`src/verilog/dcache_pkg.sv`:
```
`default_nettype none

package dcache_pkg;

  localparam int REG_LEN     = 32;
  localparam int LINE_BITS   = 256;
  localparam int OFFSET_BITS = 5;
  localparam int INDEX_BITS  = 5;
  localparam int TAG_BITS    = REG_LEN - INDEX_BITS - OFFSET_BITS;
  localparam int MEM_LINES   = 64;
  localparam int MEM_LATENCY = 4;

  // derived sizes
  localparam int CACHE_LINES    = 1 << INDEX_BITS;
  localparam int WORDS_PER_LINE = LINE_BITS / REG_LEN;
  localparam int WORD_SEL_BITS  = $clog2(WORDS_PER_LINE);
  localparam int MEM_INDEX_BITS = $clog2(MEM_LINES);
  localparam int MEM_CNT_BITS   = $clog2(MEM_LATENCY + 1);

  typedef struct packed {
    logic               read;
    logic               write;
    logic [REG_LEN-1:0] addr;
    logic [REG_LEN-1:0] wdata;
  } core_req_t;

  // 24 bits per entry
  typedef struct packed {
    logic                valid;
    logic                dirty;
    logic [TAG_BITS-1:0] tag;
  } tag_entry_t;

  typedef struct packed {
    logic                 enable;
    logic                 write;
    logic [REG_LEN-1:0]   addr;
    logic [LINE_BITS-1:0] data;
  } mem_req_t;

  typedef struct packed {
    logic                 ack;
    logic [LINE_BITS-1:0] data;
  } mem_rsp_t;

  typedef enum logic [1:0] {
    ST_IDLE,
    ST_WRITEBACK,
    ST_READMISS,
    ST_FILL
  } cache_state_e;

endpackage

`default_nettype wire

```
`src/verilog/dcache_ctrl.sv`:
```
`timescale 1ns/1ns
`default_nettype none

module dcache_ctrl
  import dcache_pkg::*;
(
  input  wire logic                 clk_i,
  input  wire logic                 rst_i,
  input  wire core_req_t            req_i,
  input  wire logic                 hit_i,
  input  wire logic                 dirty_i,
  input  wire logic [REG_LEN-1:0]   victim_addr_i,
  input  wire logic [REG_LEN-1:0]   fetch_addr_i,
  input  wire logic [LINE_BITS-1:0] victim_line_i,
  input  wire mem_rsp_t             mem_rsp_i,
  output mem_req_t                  mem_req_o,
  output logic                      fill_o
);

  cache_state_e state_q;
  logic         enable_q;
  logic         write_q;
  logic         fill_q;
  logic         miss;

  assign miss = (req_i.read | req_i.write) & ~hit_i;

  always_ff @(posedge clk_i or negedge rst_i) begin
    if (!rst_i) begin
      state_q  <= ST_IDLE;
      enable_q <= 1'b0;
      write_q  <= 1'b0;
      fill_q   <= 1'b0;
    end else begin
      case (state_q)
        ST_IDLE: begin
          if (miss) begin
            enable_q <= 1'b1;
            if (dirty_i) begin
              // victim goes out first
              write_q <= 1'b1;
              state_q <= ST_WRITEBACK;
            end else begin
              write_q <= 1'b0;
              state_q <= ST_READMISS;
            end
          end
        end
        ST_WRITEBACK: begin
          // enable stays high, memory restarts its count for the fetch
          if (mem_rsp_i.ack) begin
            write_q <= 1'b0;
            state_q <= ST_READMISS;
          end
        end
        ST_READMISS: begin
          if (mem_rsp_i.ack) begin
            enable_q <= 1'b0;
            fill_q   <= 1'b1;
            state_q  <= ST_FILL;
          end
        end
        ST_FILL: begin
          // line is written at the end of this cycle
          fill_q  <= 1'b0;
          state_q <= ST_IDLE;
        end
        default: begin
          state_q <= ST_IDLE;
        end
      endcase
    end
  end

  always_comb begin
    mem_req_o.enable = enable_q;
    mem_req_o.write  = write_q;
    mem_req_o.addr   = (state_q == ST_WRITEBACK) ? victim_addr_i : fetch_addr_i;
    mem_req_o.data   = victim_line_i;
  end

  assign fill_o = fill_q;

endmodule

`default_nettype wire

```
`config.mk`:
```
export PLATFORM = sky130hd
export DESIGN_NAME = dcache_ctrl
export DESIGN_NICKNAME = d
export VERILOG_FILES = /design/src/verilog/dcache_pkg.sv /design/src/verilog/dcache_ctrl.sv
export SDC_FILE = /design/constraint.sdc
export NUM_CORES = 1
export LEC_CHECK = 0
export ABC_AREA = 1
export ABC_CLOCK_PERIOD_IN_PS = 2270
export BUFFER_PORTS_ARGS = -buffer_cell sky130_fd_sc_hd__clkbuf_2
export CAP_MARGIN = 20
export CELL_PAD_IN_SITES_DETAIL_PLACEMENT = 1
export CELL_PAD_IN_SITES_GLOBAL_PLACEMENT = 1
export CORE_AREA = 2 2 368 370
export DETAILED_ROUTE_END_ITERATION = 6
export DIE_AREA = 0 0 370 372
export HOLD_SLACK_MARGIN = 0.12
export PLACE_DENSITY = 0.42
export SYNTH_ARGS = -nofsm -noshare
export SYNTH_HDL_FRONTEND = slang
export SYNTH_SLANG_ARGS = --single-unit
```
`constraint.sdc`:
```
create_clock -name clk_i -period 2.27 [get_ports clk_i]
set_input_delay 0.1135 -clock clk_i [delete_from_list [all_inputs] [get_ports clk_i]]
set_output_delay 0.1135 -clock clk_i [all_outputs]
set_load 0.005 [all_outputs]
```
==> out/metrics.csv <==
metric,value,unit
status,"finished, final reports clean",
DR vias,1825,
Vias/cell,0.895,
Worst setup SP type,flip-flop,
total congestion overflow,0,
routed len/inst,15.5,µm
Post-CTS Setup Bufs,0,
number of H-tree levels,1,
Synth Area in Simple Gates,17.8,%
diode count,0,
Pre-antenna DRT Iters,4,
library cells used by synthesis,17,
DRC,0,
met3 wire len,13000,µm
CTS tree,built,
num ports,938,
Crit-path slowest cell,dfrtp_1,
Worst VDD drop,0.424,mV
met2 WL,13300,µm
R2R cell count,7,
Synth Area in Compound Gates,0.649,%
Max Cap Violations,0,
sequential element share of the synthesized area,4.64,%
RSZ-0062 raised after global routing,false,
register area,125,µm²
WL met1,2000,µm
Initial Util,2.01,%
Max Clock Skew,0.000889,ns
XOR/XNOR Fraction of Synth Area,0,%
Synth Instances,410,
largest net degree at the start of global routing,25,
achievable clock frequency,504,MHz
Area growth syn-to-layout,33.2,%
worst skew pair latency,0.23,ns
synthesized area,2700,µm²
Worst-path clk slew,0.03,ns
number of global-route vias before repair,1983,
main combinational cell family by area after synthesis,buffers and inverters,
chip height,372,µm
Final Hold Violating Endpoints,0,
FP Rows,135,
Max Buffers Root-to-Sink,2,
clock sink total,5,
Crit path max-delay family,buffers and inverters,
post-DP HPWL,30300,µm
Core ar.,134000,µm²
DRT Wirelength,31600,µm
Iter 0 DRT Violations,16,
hold depth,0,
Final ANT Viol Nets,0,
Worst EP required,2.16,ns
die area,138000,µm²
Leakage,0.988,nW
global-route wire length before repair,34700,µm
Inst Count DP,2035,
Post-Synth Adder-Cell Area,2.32,%
crit path kind,reg -> out,
critical path arrival,1.87,ns
nets,912,
DR top layer,met5,
CP peak stage delay,0.39,ns
Total GRT Usage,4.31,%
Buf/Inv on CP,4,
"Slew Viols, Final",0,
gpl congestion,0.618,
yosys warns,0,
worst-path fanout max,16,
chip width,370,µm
Num CTS Buffers,3,
Critical Path End Type,output port,
initial antenna violation count,0,
mean area per synthesized cell,6.58,µm²
Post-Layout Cell Count,2040,
Slew headroom,79.7,%
syn_nets,1062,
layout cells sized above 1,44.8,%
worst-margin pin slew,0.304,ns
setup tns final,0,ns
CP most frequent cell,nand2_1,
critical path depth in cells,7,
#FFs+latches synth,5,
multi-input logic area,564,µm²
cells along the critical path,"inv_1, ha_2, inv_2, buf_4, nand2_1, nand2_1, clkbuf_2",
FILL cells,16220,
I/O Buffers,105,
mux cell area share after synthesis,0,%
period utilisation layout,87.4,%
Pwr Density,438,nW/µm²
HP Class,in -> out,
Setup Viol. Count Final,0,
Root Driver,clkbuf_16,
Tmin final,1.98,ns
==> per-layer routing <==
metal  vias to the layer above  global-route usage (%)
met5                         -                   0.769
met4                         4                    3.76
met3                       172                    8.11
met2                       362                    6.59
met1                       620                   0.695
li1                        667                       -
==> report_power, final <==
group	leakage [nW]	switching (W)	internal (W)	total [W]
combinational	0.889	0.000690	0.000427	0.00112
clock	0.0382	0.0000551	0.000233	0.000288
sequential	0.0603	0.0000350	0.000134	0.000169
==> flip-flops by register name (all words and copies together), names as in the netlist <==
name and count:
enable_q 1, fill_o 1, write_q 1, state_q 2
==> kinds of logic after synthesis <==
logic type | count (synthesis)
AO/OA/AOI/OAI | 3
adder cells (fa/ha/maj) | 5
buffers and inverters | 274
flip-flops | 5
AND/OR/NAND/NOR | 123
==> repair_timing <==
action | 4_1_cts | 5_1_grt
gates resized for setup | 0 | 0
hold buffers | 1 | 0
setup endpoints to repair | 0 | 0
hold endpoints to repair | 5 | 0
==> cells in the final DEF (no fill, tap or decap) <==
cell           count
dfrtp_1            5
clkbuf_1           1
inv_2              1
dlygate4sd3_1      1
or2_4              1
ha_2               1
clkbuf_2         105
clkinv_1           1
inv_1              7
nand3_2            1
ha_1               4
nand4_1            3
buf_4              4
o21a_1             1
nand2_1          115
o21ai_1            1
o21ai_0            1
nand3_1            1
nor2_1             2
clkbuf_16          3
==> area by class of cell <==
cell class                      instances  share of cell area [%]
Timing Repair Buffer                  110                    15.7
Sequential cell                         5                    3.48
Clock buffer                            4                    2.19
Tap cell                             1781                    62.0
Multi-Input combinational cell        131                    15.7
Inverter                                9                   0.939
==> cells in the mapped netlist <==
cell type / count / area (µm²)
buf_4: 258 / 1940
nand2_1: 115 / 432
inv_1: 7 / 26.3
buf_2: 6 / 30.0
dfrtp_1: 5 / 125
ha_1: 5 / 62.6
nand4_1: 3 / 18.8
nor2_1: 2 / 7.51
buf_6: 1 / 11.3
clkinv_1: 1 / 3.75
inv_2: 1 / 3.75
nand3_1: 1 / 5.00
nand3_2: 1 / 10.0
o21a_1: 1 / 7.51
o21ai_0: 1 / 5.00
o21ai_1: 1 / 5.00
or2_4: 1 / 8.76
==> stage by stage <==
stage | instance area, µm² | power, W | setup slack [ns] | hold slack, ns | util, %
4_1_cts | 3600 | 0.00165 | 0.104 | 0.227 | 2.68
3_3_place_gp | 3510 | 0.00135 | 0.378 | -0.0585 | 2.61
5_1_grt | 3600 | 0.00176 | 0.0517 | 0.227 | 2.68
2_1_floorplan | 2700 | 0.00113 | 1.03 | -0.182 | -
6_report | 3600 | 0.00157 | 0.286 | 0.227 | 2.68
3_5_place_dp | 3510 | 0.00135 | 0.351 | -0.0572 | 2.61
==> path summary, 6_finish.rpt <==
check / start / end / slack [ns]
min: victim_line_i[143] / mem_req_o[143] / 0.23
max reg2reg: state_q[1]$_DFFE_PN0P_ / state_q[0]$_DFFE_PN0P_ / 0.66
max: state_q[1]$_DFFE_PN0P_ / mem_req_o[265] / 0.29
min in group asynchronous: rst_i / fill_o$_DFFE_PN0P_ / 0.24
min reg2reg: write_q$_DFFE_PN0P_ / write_q$_DFFE_PN0P_ / 0.49
max in group asynchronous: rst_i / enable_q$_DFFE_PN0P_ / 1.88
Power figures use the tool's default switching activity.
