## src/verilog/dcache_pkg.sv

```systemverilog
`default_nettype none

package dcache_pkg;

  localparam int REG_LEN     = 32;
  localparam int LINE_BITS   = 256;
  localparam int OFFSET_BITS = 5;
  localparam int INDEX_BITS  = 5;
  localparam int TAG_BITS    = REG_LEN - INDEX_BITS - OFFSET_BITS;
  localparam int MEM_LINES   = 64;
  localparam int MEM_LATENCY = 4;

  // derived sizes
  localparam int CACHE_LINES    = 1 << INDEX_BITS;
  localparam int WORDS_PER_LINE = LINE_BITS / REG_LEN;
  localparam int WORD_SEL_BITS  = $clog2(WORDS_PER_LINE);
  localparam int MEM_INDEX_BITS = $clog2(MEM_LINES);
  localparam int MEM_CNT_BITS   = $clog2(MEM_LATENCY + 1);

  typedef struct packed {
    logic               read;
    logic               write;
    logic [REG_LEN-1:0] addr;
    logic [REG_LEN-1:0] wdata;
  } core_req_t;

  // 24 bits per entry
  typedef struct packed {
    logic                valid;
    logic                dirty;
    logic [TAG_BITS-1:0] tag;
  } tag_entry_t;

  typedef struct packed {
    logic                 enable;
    logic                 write;
    logic [REG_LEN-1:0]   addr;
    logic [LINE_BITS-1:0] data;
  } mem_req_t;

  typedef struct packed {
    logic                 ack;
    logic [LINE_BITS-1:0] data;
  } mem_rsp_t;

  typedef enum logic [1:0] {
    ST_IDLE,
    ST_WRITEBACK,
    ST_READMISS,
    ST_FILL
  } cache_state_e;

endpackage

`default_nettype wire

```

## src/verilog/dcache_line_access.sv

```systemverilog
`timescale 1ns/1ns
`default_nettype none

module dcache_line_access
  import dcache_pkg::*;
(
  input  wire core_req_t             req_i,
  input  wire tag_entry_t            entry_i,
  input  wire logic [LINE_BITS-1:0]  line_i,
  input  wire logic [LINE_BITS-1:0]  fill_line_i,
  output logic [INDEX_BITS-1:0]      index_o,
  output logic                       hit_o,
  output logic                       write_hit_o,
  output logic                       stall_o,
  output logic [REG_LEN-1:0]         rdata_o,
  output logic [LINE_BITS-1:0]       sram_data_o,
  output tag_entry_t                 tag_o,
  output logic [REG_LEN-1:0]         victim_addr_o,
  output logic [REG_LEN-1:0]         fetch_addr_o
);

  logic [TAG_BITS-1:0]      req_tag;
  logic [WORD_SEL_BITS-1:0] word_sel;
  logic [LINE_BITS-1:0]     merged_line;
  logic                     req_present;

  // low two address bits are dropped, word accesses only
  assign req_tag  = req_i.addr[REG_LEN-1 -: TAG_BITS];
  assign index_o  = req_i.addr[OFFSET_BITS +: INDEX_BITS];
  assign word_sel = req_i.addr[OFFSET_BITS-1 -: WORD_SEL_BITS];

  assign req_present = req_i.read | req_i.write;
  assign hit_o       = entry_i.valid && (entry_i.tag == req_tag);
  assign write_hit_o = hit_o & req_i.write;
  assign stall_o     = req_present & ~hit_o;

  assign rdata_o = line_i[word_sel*REG_LEN +: REG_LEN];

  always_comb begin
    merged_line = line_i;
    merged_line[word_sel*REG_LEN +: REG_LEN] = req_i.wdata;
  end

  // a fill stores the memory line clean, a write hit marks it dirty
  assign sram_data_o = write_hit_o ? merged_line : fill_line_i;
  assign tag_o.valid = 1'b1;
  assign tag_o.dirty = write_hit_o;
  assign tag_o.tag   = req_tag;

  assign victim_addr_o = {entry_i.tag, index_o, {OFFSET_BITS{1'b0}}};
  assign fetch_addr_o  = {req_tag, index_o, {OFFSET_BITS{1'b0}}};

endmodule

`default_nettype wire

```

## config.mk

```make
export PLATFORM = sky130hd
export DESIGN_NAME = dcache_line_access
export DESIGN_NICKNAME = d
export VERILOG_FILES = /design/src/verilog/dcache_pkg.sv /design/src/verilog/dcache_line_access.sv
export SDC_FILE = /design/constraint.sdc
export NUM_CORES = 1
export LEC_CHECK = 0
export ABC_AREA = 1
export BUFFER_PORTS_ARGS = -buffer_cell sky130_fd_sc_hd__buf_2
export CORE_AREA = 5 5 385 387
export DETAILED_ROUTE_END_ITERATION = 16
export DIE_AREA = 0 0 390 392
export GPL_TIMING_DRIVEN = 0
export PLACE_DENSITY_LB_ADDON = 0.25
export REMOVE_ABC_BUFFERS = 1
export SYNTH_ARGS = -nofsm -noshare
export SYNTH_HDL_FRONTEND = slang
export SYNTH_SLANG_ARGS = --single-unit
```

## constraint.sdc

```tcl
create_clock -name vclk -period 4.2
set_clock_uncertainty 0.15 [all_clocks]
set_input_delay 0.21 -clock vclk [all_inputs]
set_output_delay 0.21 -clock vclk [all_outputs]
set_load 0.005 [all_outputs]
```

==> impl_metrics.csv, run 1 <==
group,metric,value,unit
critical_path,worst-path-buf-inv,5,
finish,area_growth,65.7,%
cts,cts_hold_buf,0,
pwr,power_frac_comb,100.0,%
die,io_pins,986,
finish,multi_input_area,8570,um2
routing,drtAntennaViolNets,0,
global_routing,grt_overflow,0,
critical_path,path_cells,"buf_6 -> inv_4 -> ha_4 -> buf_12 -> nor3_1 -> nand3_4 -> buf_16 -> a21oi_1 -> nand3_1 -> nand2_1 -> buf_2",
pwr,p_int,0.659,mW
finish,layout.area.seq,0,um2
die,die_height,392,um
place,place_ws,-1.58,ns
critical_path,cp_top_family,"buffers and inverters",
critical_path,critical-path-max-stage-delay,0.49,ns
die,core-area,145000,um2
place,gp_congestion,0.892,
critical_path,cpMaxStageDelayCell,"nand3_4",
routing,dr.pass1.iters,6,
synthesis,synthAdderAreaFrac,0.677,%
worst_hold_path,min_to,"victim_addr_o[5]",
synthesis,ys_types,28,
timing,rsz0062_at_grt,"false",
place,io_buffers,952,
finish,final_cell_area,18400,um2
finish,drive_gt1_share,32.8,%
pwr,ir_worst_vdd,0.0692,mV
global_routing,antenna_found_initial,56,
worst_hold_path,min-delay-start,"req_i[37]",
synthesis,synth_top_family_by_area,"simple AND/OR/NAND/NOR gates",
pwr,switchingPower,1.23,mW
pwr,power_density,103,nW/um2
critical_path,critPathCaptureType,"output pin",
synthesis,synthSimpleGateAreaFrac,52.0,%
timing,finalHoldViolations,0,
routing,viasPerCell,3.80,
timing,fmax,248,MHz
timing,drv_slew,0,
critical_path,critical_path.startpoint_type,"input port",
timing,setup_slack,0.167,ns
synthesis,postSynthAreaPerCell,4.45,um2
routing,drt-initial-drc-count,1449,
synthesis,synth_compound_area_share,23.3,%
pwr,swShare,65.1,%
timing,tightestPinTransition,1.24,ns
finish,nFillCells,17500,
synthesis,yosysSeqAreaShare,0,%
global_routing,grt_usage,16.4,%
finish,clockBufferCount,0,
pwr,leakagePower,10.3,nW
routing,via_count,19700,
global_routing,grt_pass1_wl,173,mm
global_routing,grt_pass1_vias,18800,
routing,drc_errors,0,
worst_hold_path,hold_path_class,"in -> out",
worst_hold_path,whs_path_depth,0,
timing,report.final.setup_viol,0,
pwr,power_frac_seq,0,%
routing,wl,135,mm
synthesis,synthXorXnorAreaFrac,0.0790,%
critical_path,required,3.84,ns
run_status,outcome,"finished, final reports clean",
timing,relSlewSlack,16.7,%
finish,nNetsFinal,3840,
critical_path,path_max_fanout,38,
critical_path,arrival,3.67,ns
pwr,p_clk_share,0,%
die,chipWidth,390,um
synthesis,ys_warn_count,0,
job,drv_cap,0,
synthesis,synth_cells,2493,
pwr,total_power,1.89,mW
critical_path,worstSetupPathType,"in -> out",
finish,design.seq.count,0,
timing,fin_crit,4.03,ns
die,die-area,153000,um2
place,hpwl,114,mm
synthesis,muxShareOfSynthArea,0,%
die,start_util,7.67,%
die,row_count,140,
synthesis,netlist_area,11100,um2
timing,min_period_over_period,96.0,%
global_routing,grt_max_degree,101,
routing,wire_per_inst,26.1,um
place,dpl_cell_area,18000,um2
## layout make-up
class                      instances  area share [%]
antenna                           28           0.381
inverter                         290            6.15
multi-input combinational       1917            46.7
tap                             1917            13.1
timing repair buffer            1023            33.7
## power groups by stage
stage               Sequential (mW)   Clock [mW]  Combinational [mW]
finish                            0  0.000000742                1.89
global route                      0  0.000000192                2.04
CTS                               0            0                1.92
detailed placement                0            0                1.86
global placement                  0            0                1.80
floorplan                         0            0               0.607
## per-layer routing
metal | global-route usage [%] | wire length [um]
met1 | 21.8 | 59400
met2 | 27.7 | 62900
met3 | 2.89 | 9230
met4 | 3.51 | 3420
met5 | 0 | 177
## through the flow
step           hold WS, ns  setup TNS (ns)  cells  util (%)
6_report             0.270               0   5175      12.7
5_1_grt              0.270               0   5153      12.7
4_1_cts              0.270               0   5147      12.7
3_5_place_dp         0.270          -84.33   5130      12.5
3_3_place_gp         0.270        -4168.87   5075      11.6
2_1_floorplan        0.270         -737.58   2206         -
## worst max-delay path by stage
stage	depth (start not counted)	to	slack [ns]	startpoint
after global placement	5	sram_data_o[22]	-17.68	req_i[64]
after CTS	13	sram_data_o[107]	0.06	req_i[34]
after detailed placement	12	sram_data_o[197]	-1.58	req_i[34]
final	11	sram_data_o[145]	0.17	req_i[35]
after global routing	12	sram_data_o[145]	0.07	req_i[34]
after floorplan	7	tag_o[22]	-3.10	req_i[50]
## layout by cell type (no fill, tap or decap), drive strengths merged, types with 4 or more instances in the layout
cell	Yosys	routed
o21ai	304	304
nand2	909	909
a31oi	32	32
inv	290	290
nor3	69	69
nand4	3	4
buf	200	1022
conb	2	11
a21oi	170	170
nand3	261	261
diode	0	28
nor2	148	148
ha	6	6
## logic make-up after synthesis
family                     count (synthesis)
adders and majority gates                  6
and+or+nand+nor                         1391
buffers and inverters                    586
AOI/OAI and AO/OA                        507
xor gates and xnor gates                   1
other                                      2
## synth_stat cells, types with 32 or more instances
cell type    n  area share (%)
a21oi_1    170             7.7
a31oi_1     32             1.8
buf_1       34             1.2
buf_2       71             3.2
buf_4       94             6.4
clkbuf_1    93             3.1
inv_1      285             9.7
nand2_1    909              31
nand3_1    260              12
nor2_1     146             4.9
nor3_1      55             2.5
o21ai_0    234              11
o21ai_1     70             3.2
## timing repair
action                     4_1_cts  5_1_grt
setup buffers                   15        0
cloned                           2        0
pin swaps                        7        0
resized for setup               18        2
setup endpoints to repair      183        2
No activity file was read; power rests on OpenSTA's default activity.
==> run 2, diff against run 1 <==
- CORE_AREA: 5 5 385 387 -> 5 5 376 378
- DIE_AREA: 0 0 390 392 -> 0 0 381 383
==> impl_metrics.csv, run 2 (synthesis results as in run 1) <==
group,metric,value,unit
run_status,outcome,"finished, final reports clean",
pwr,leakagePower,10.2,nW
place,dpl_cell_area,17800,um2
finish,nFillCells,16700,
place,place_ws,-1.33,ns
critical_path,arrival,3.77,ns
global_routing,grt_usage,16.1,%
finish,design.seq.count,0,
finish,drive_gt1_share,32.9,%
critical_path,critical-path-max-stage-delay,0.41,ns
pwr,ir_worst_vdd,0.104,mV
global_routing,grt_pass1_vias,19000,
cts,cts_hold_buf,0,
timing,rsz0062_at_grt,"true",
pwr,power_frac_seq,0,%
critical_path,cp_top_family,"buffers and inverters",
routing,wl_met2,58.6,mm
pwr,p_int,0.652,mW
global_routing,grt_max_degree,124,
job,drv_cap,0,
critical_path,critical_path.startpoint_type,"input port",
global_routing,antenna_found_initial,65,
die,chipWidth,381,um
timing,drv_slew,0,
die,start_util,8.08,%
worst_hold_path,hold_path_class,"in -> out",
critical_path,path_cells,"buf_6 -> buf_16 -> inv_8 -> buf_16 -> ha_4 -> ha_1 -> or2_4 -> buf_16 -> nor3_4 -> nand2_1 -> o21ai_0 -> nand3_1 -> nand2_1 -> buf_2",
routing,viasPerCell,3.92,
place,gp_congestion,0.904,
global_routing,grt_overflow,0,
finish,final_cell_area,18100,um2
pwr,power_density,101,nW/um2
die,row_count,136,
critical_path,critPathCaptureType,"output pin",
place,hpwl,106,mm
critical_path,crit_path_frequent_cell,"buf_16",
pwr,switchingPower,1.18,mW
critical_path,worstSetupPathType,"in -> out",
routing,dr.pass1.iters,8,
global_routing,grt_pass1_wl,165,mm
die,core-area,137000,um2
finish,layout.area.seq,0,um2
timing,tightestPinTransition,1.05,ns
routing,drtAntennaViolNets,0,
pwr,swShare,64.5,%
timing,report.final.setup_viol,0,
pwr,power_frac_comb,100.0,%
routing,top_layer_used,"met5",
routing,drt-initial-drc-count,1545,
timing,fin_crit,4.13,ns
routing,drc_errors,0,
routing,wire_per_inst,25.0,um
finish,final_cell_mix,"949 x buf_2, 907 x nand2_1, 282 x inv_1",
timing,fmax,242,MHz
timing,relSlewSlack,29.1,%
finish,area_growth,63.5,%
critical_path,cpMaxStageDelayCell,"or2_4",
routing,via_count,19800,
routing,met1_length,53.5,mm
die,die_height,383,um
critical_path,worst-path-buf-inv,6,
timing,finalHoldViolations,0,
routing,met3_length,10.9,mm
critical_path,required,3.84,ns
pwr,p_clk_share,0,%
routing,wl,126,mm
timing,min_period_over_period,98.4,%
critical_path,path_max_fanout,44,
finish,clockBufferCount,0,
finish,nNetsFinal,3838,
place,io_buffers,952,
timing,setup_slack,0.0673,ns
timing,fin_setup_tns,0,ns
die,die-area,146000,um2
die,io_pins,986,
finish,mostFrequentLayoutCell,"buf_2",
-- run 2: cell count changes in the layout (fill, tap and decap cells not counted), sizes merged --
cell / delta
clkinv: +1
bufbuf: -1
diode: -7
inv: -1
nand3: +1
buf: -2
-- run 2: per-layer routing --
| metal | track usage (%) | vias to the layer above |
|---|---|---|
| li1 | - | 9327 |
| met1 | 20.8 | 9212 |
| met2 | 27.3 | 1033 |
| met3 | 4.28 | 163 |
| met4 | 2.80 | 44 |
| met5 | 0 | - |
-- run 2: repair_timing --
action | CTS | global route
endpoints found under the setup margin | 213 | 9
gates cloned | 2 | 0
pin swaps | 7 | 2
resized for setup | 28 | 6
buffers inserted | 13 | 3
-- run 2: stage by stage --
step / power [mW] / util (%) / hold slack (ns) / instances
detailed placement: 1.80 / 12.9 / 0.270 / 5004
global route: 2.00 / 13.2 / 0.270 / 5024
finish: 1.84 / 13.2 / 0.270 / 5043
global placement: 1.74 / 12.1 / 0.270 / 4952
floorplan: 0.607 / - / 0.270 / 2206
CTS: 1.85 / 13.1 / 0.270 / 5019
-- run 2: cell type report --
| class | instances | area, um2 | area share [%] |
|---|---|---|---|
| repair buffers | 1020 | 6030 | 33.3 |
| inverters | 290 | 1140 | 6.29 |
| diodes | 21 | 52.6 | 0.290 |
| well taps | 1794 | 2240 | 12.4 |
| multi-input cells | 1918 | 8650 | 47.7 |
-- run 2: path summary, 6_finish.rpt --
check	start	end	slack [ns]	cells after the start
setup / recovery	req_i[35]	sram_data_o[45]	0.07	14
hold / removal	req_i[37]	victim_addr_o[5]	0.27	0
-- run 2: power groups by stage --
stage / registers (mW) / logic [mW] / clock network (mW)
finish: 0 / 1.84 / 0.000000531
global route: 0 / 2.00 / 0.0000000653
detailed placement: 0 / 1.80 / 0
CTS: 0 / 1.85 / 0
global placement: 0 / 1.74 / 0
floorplan: 0 / 0.607 / 0
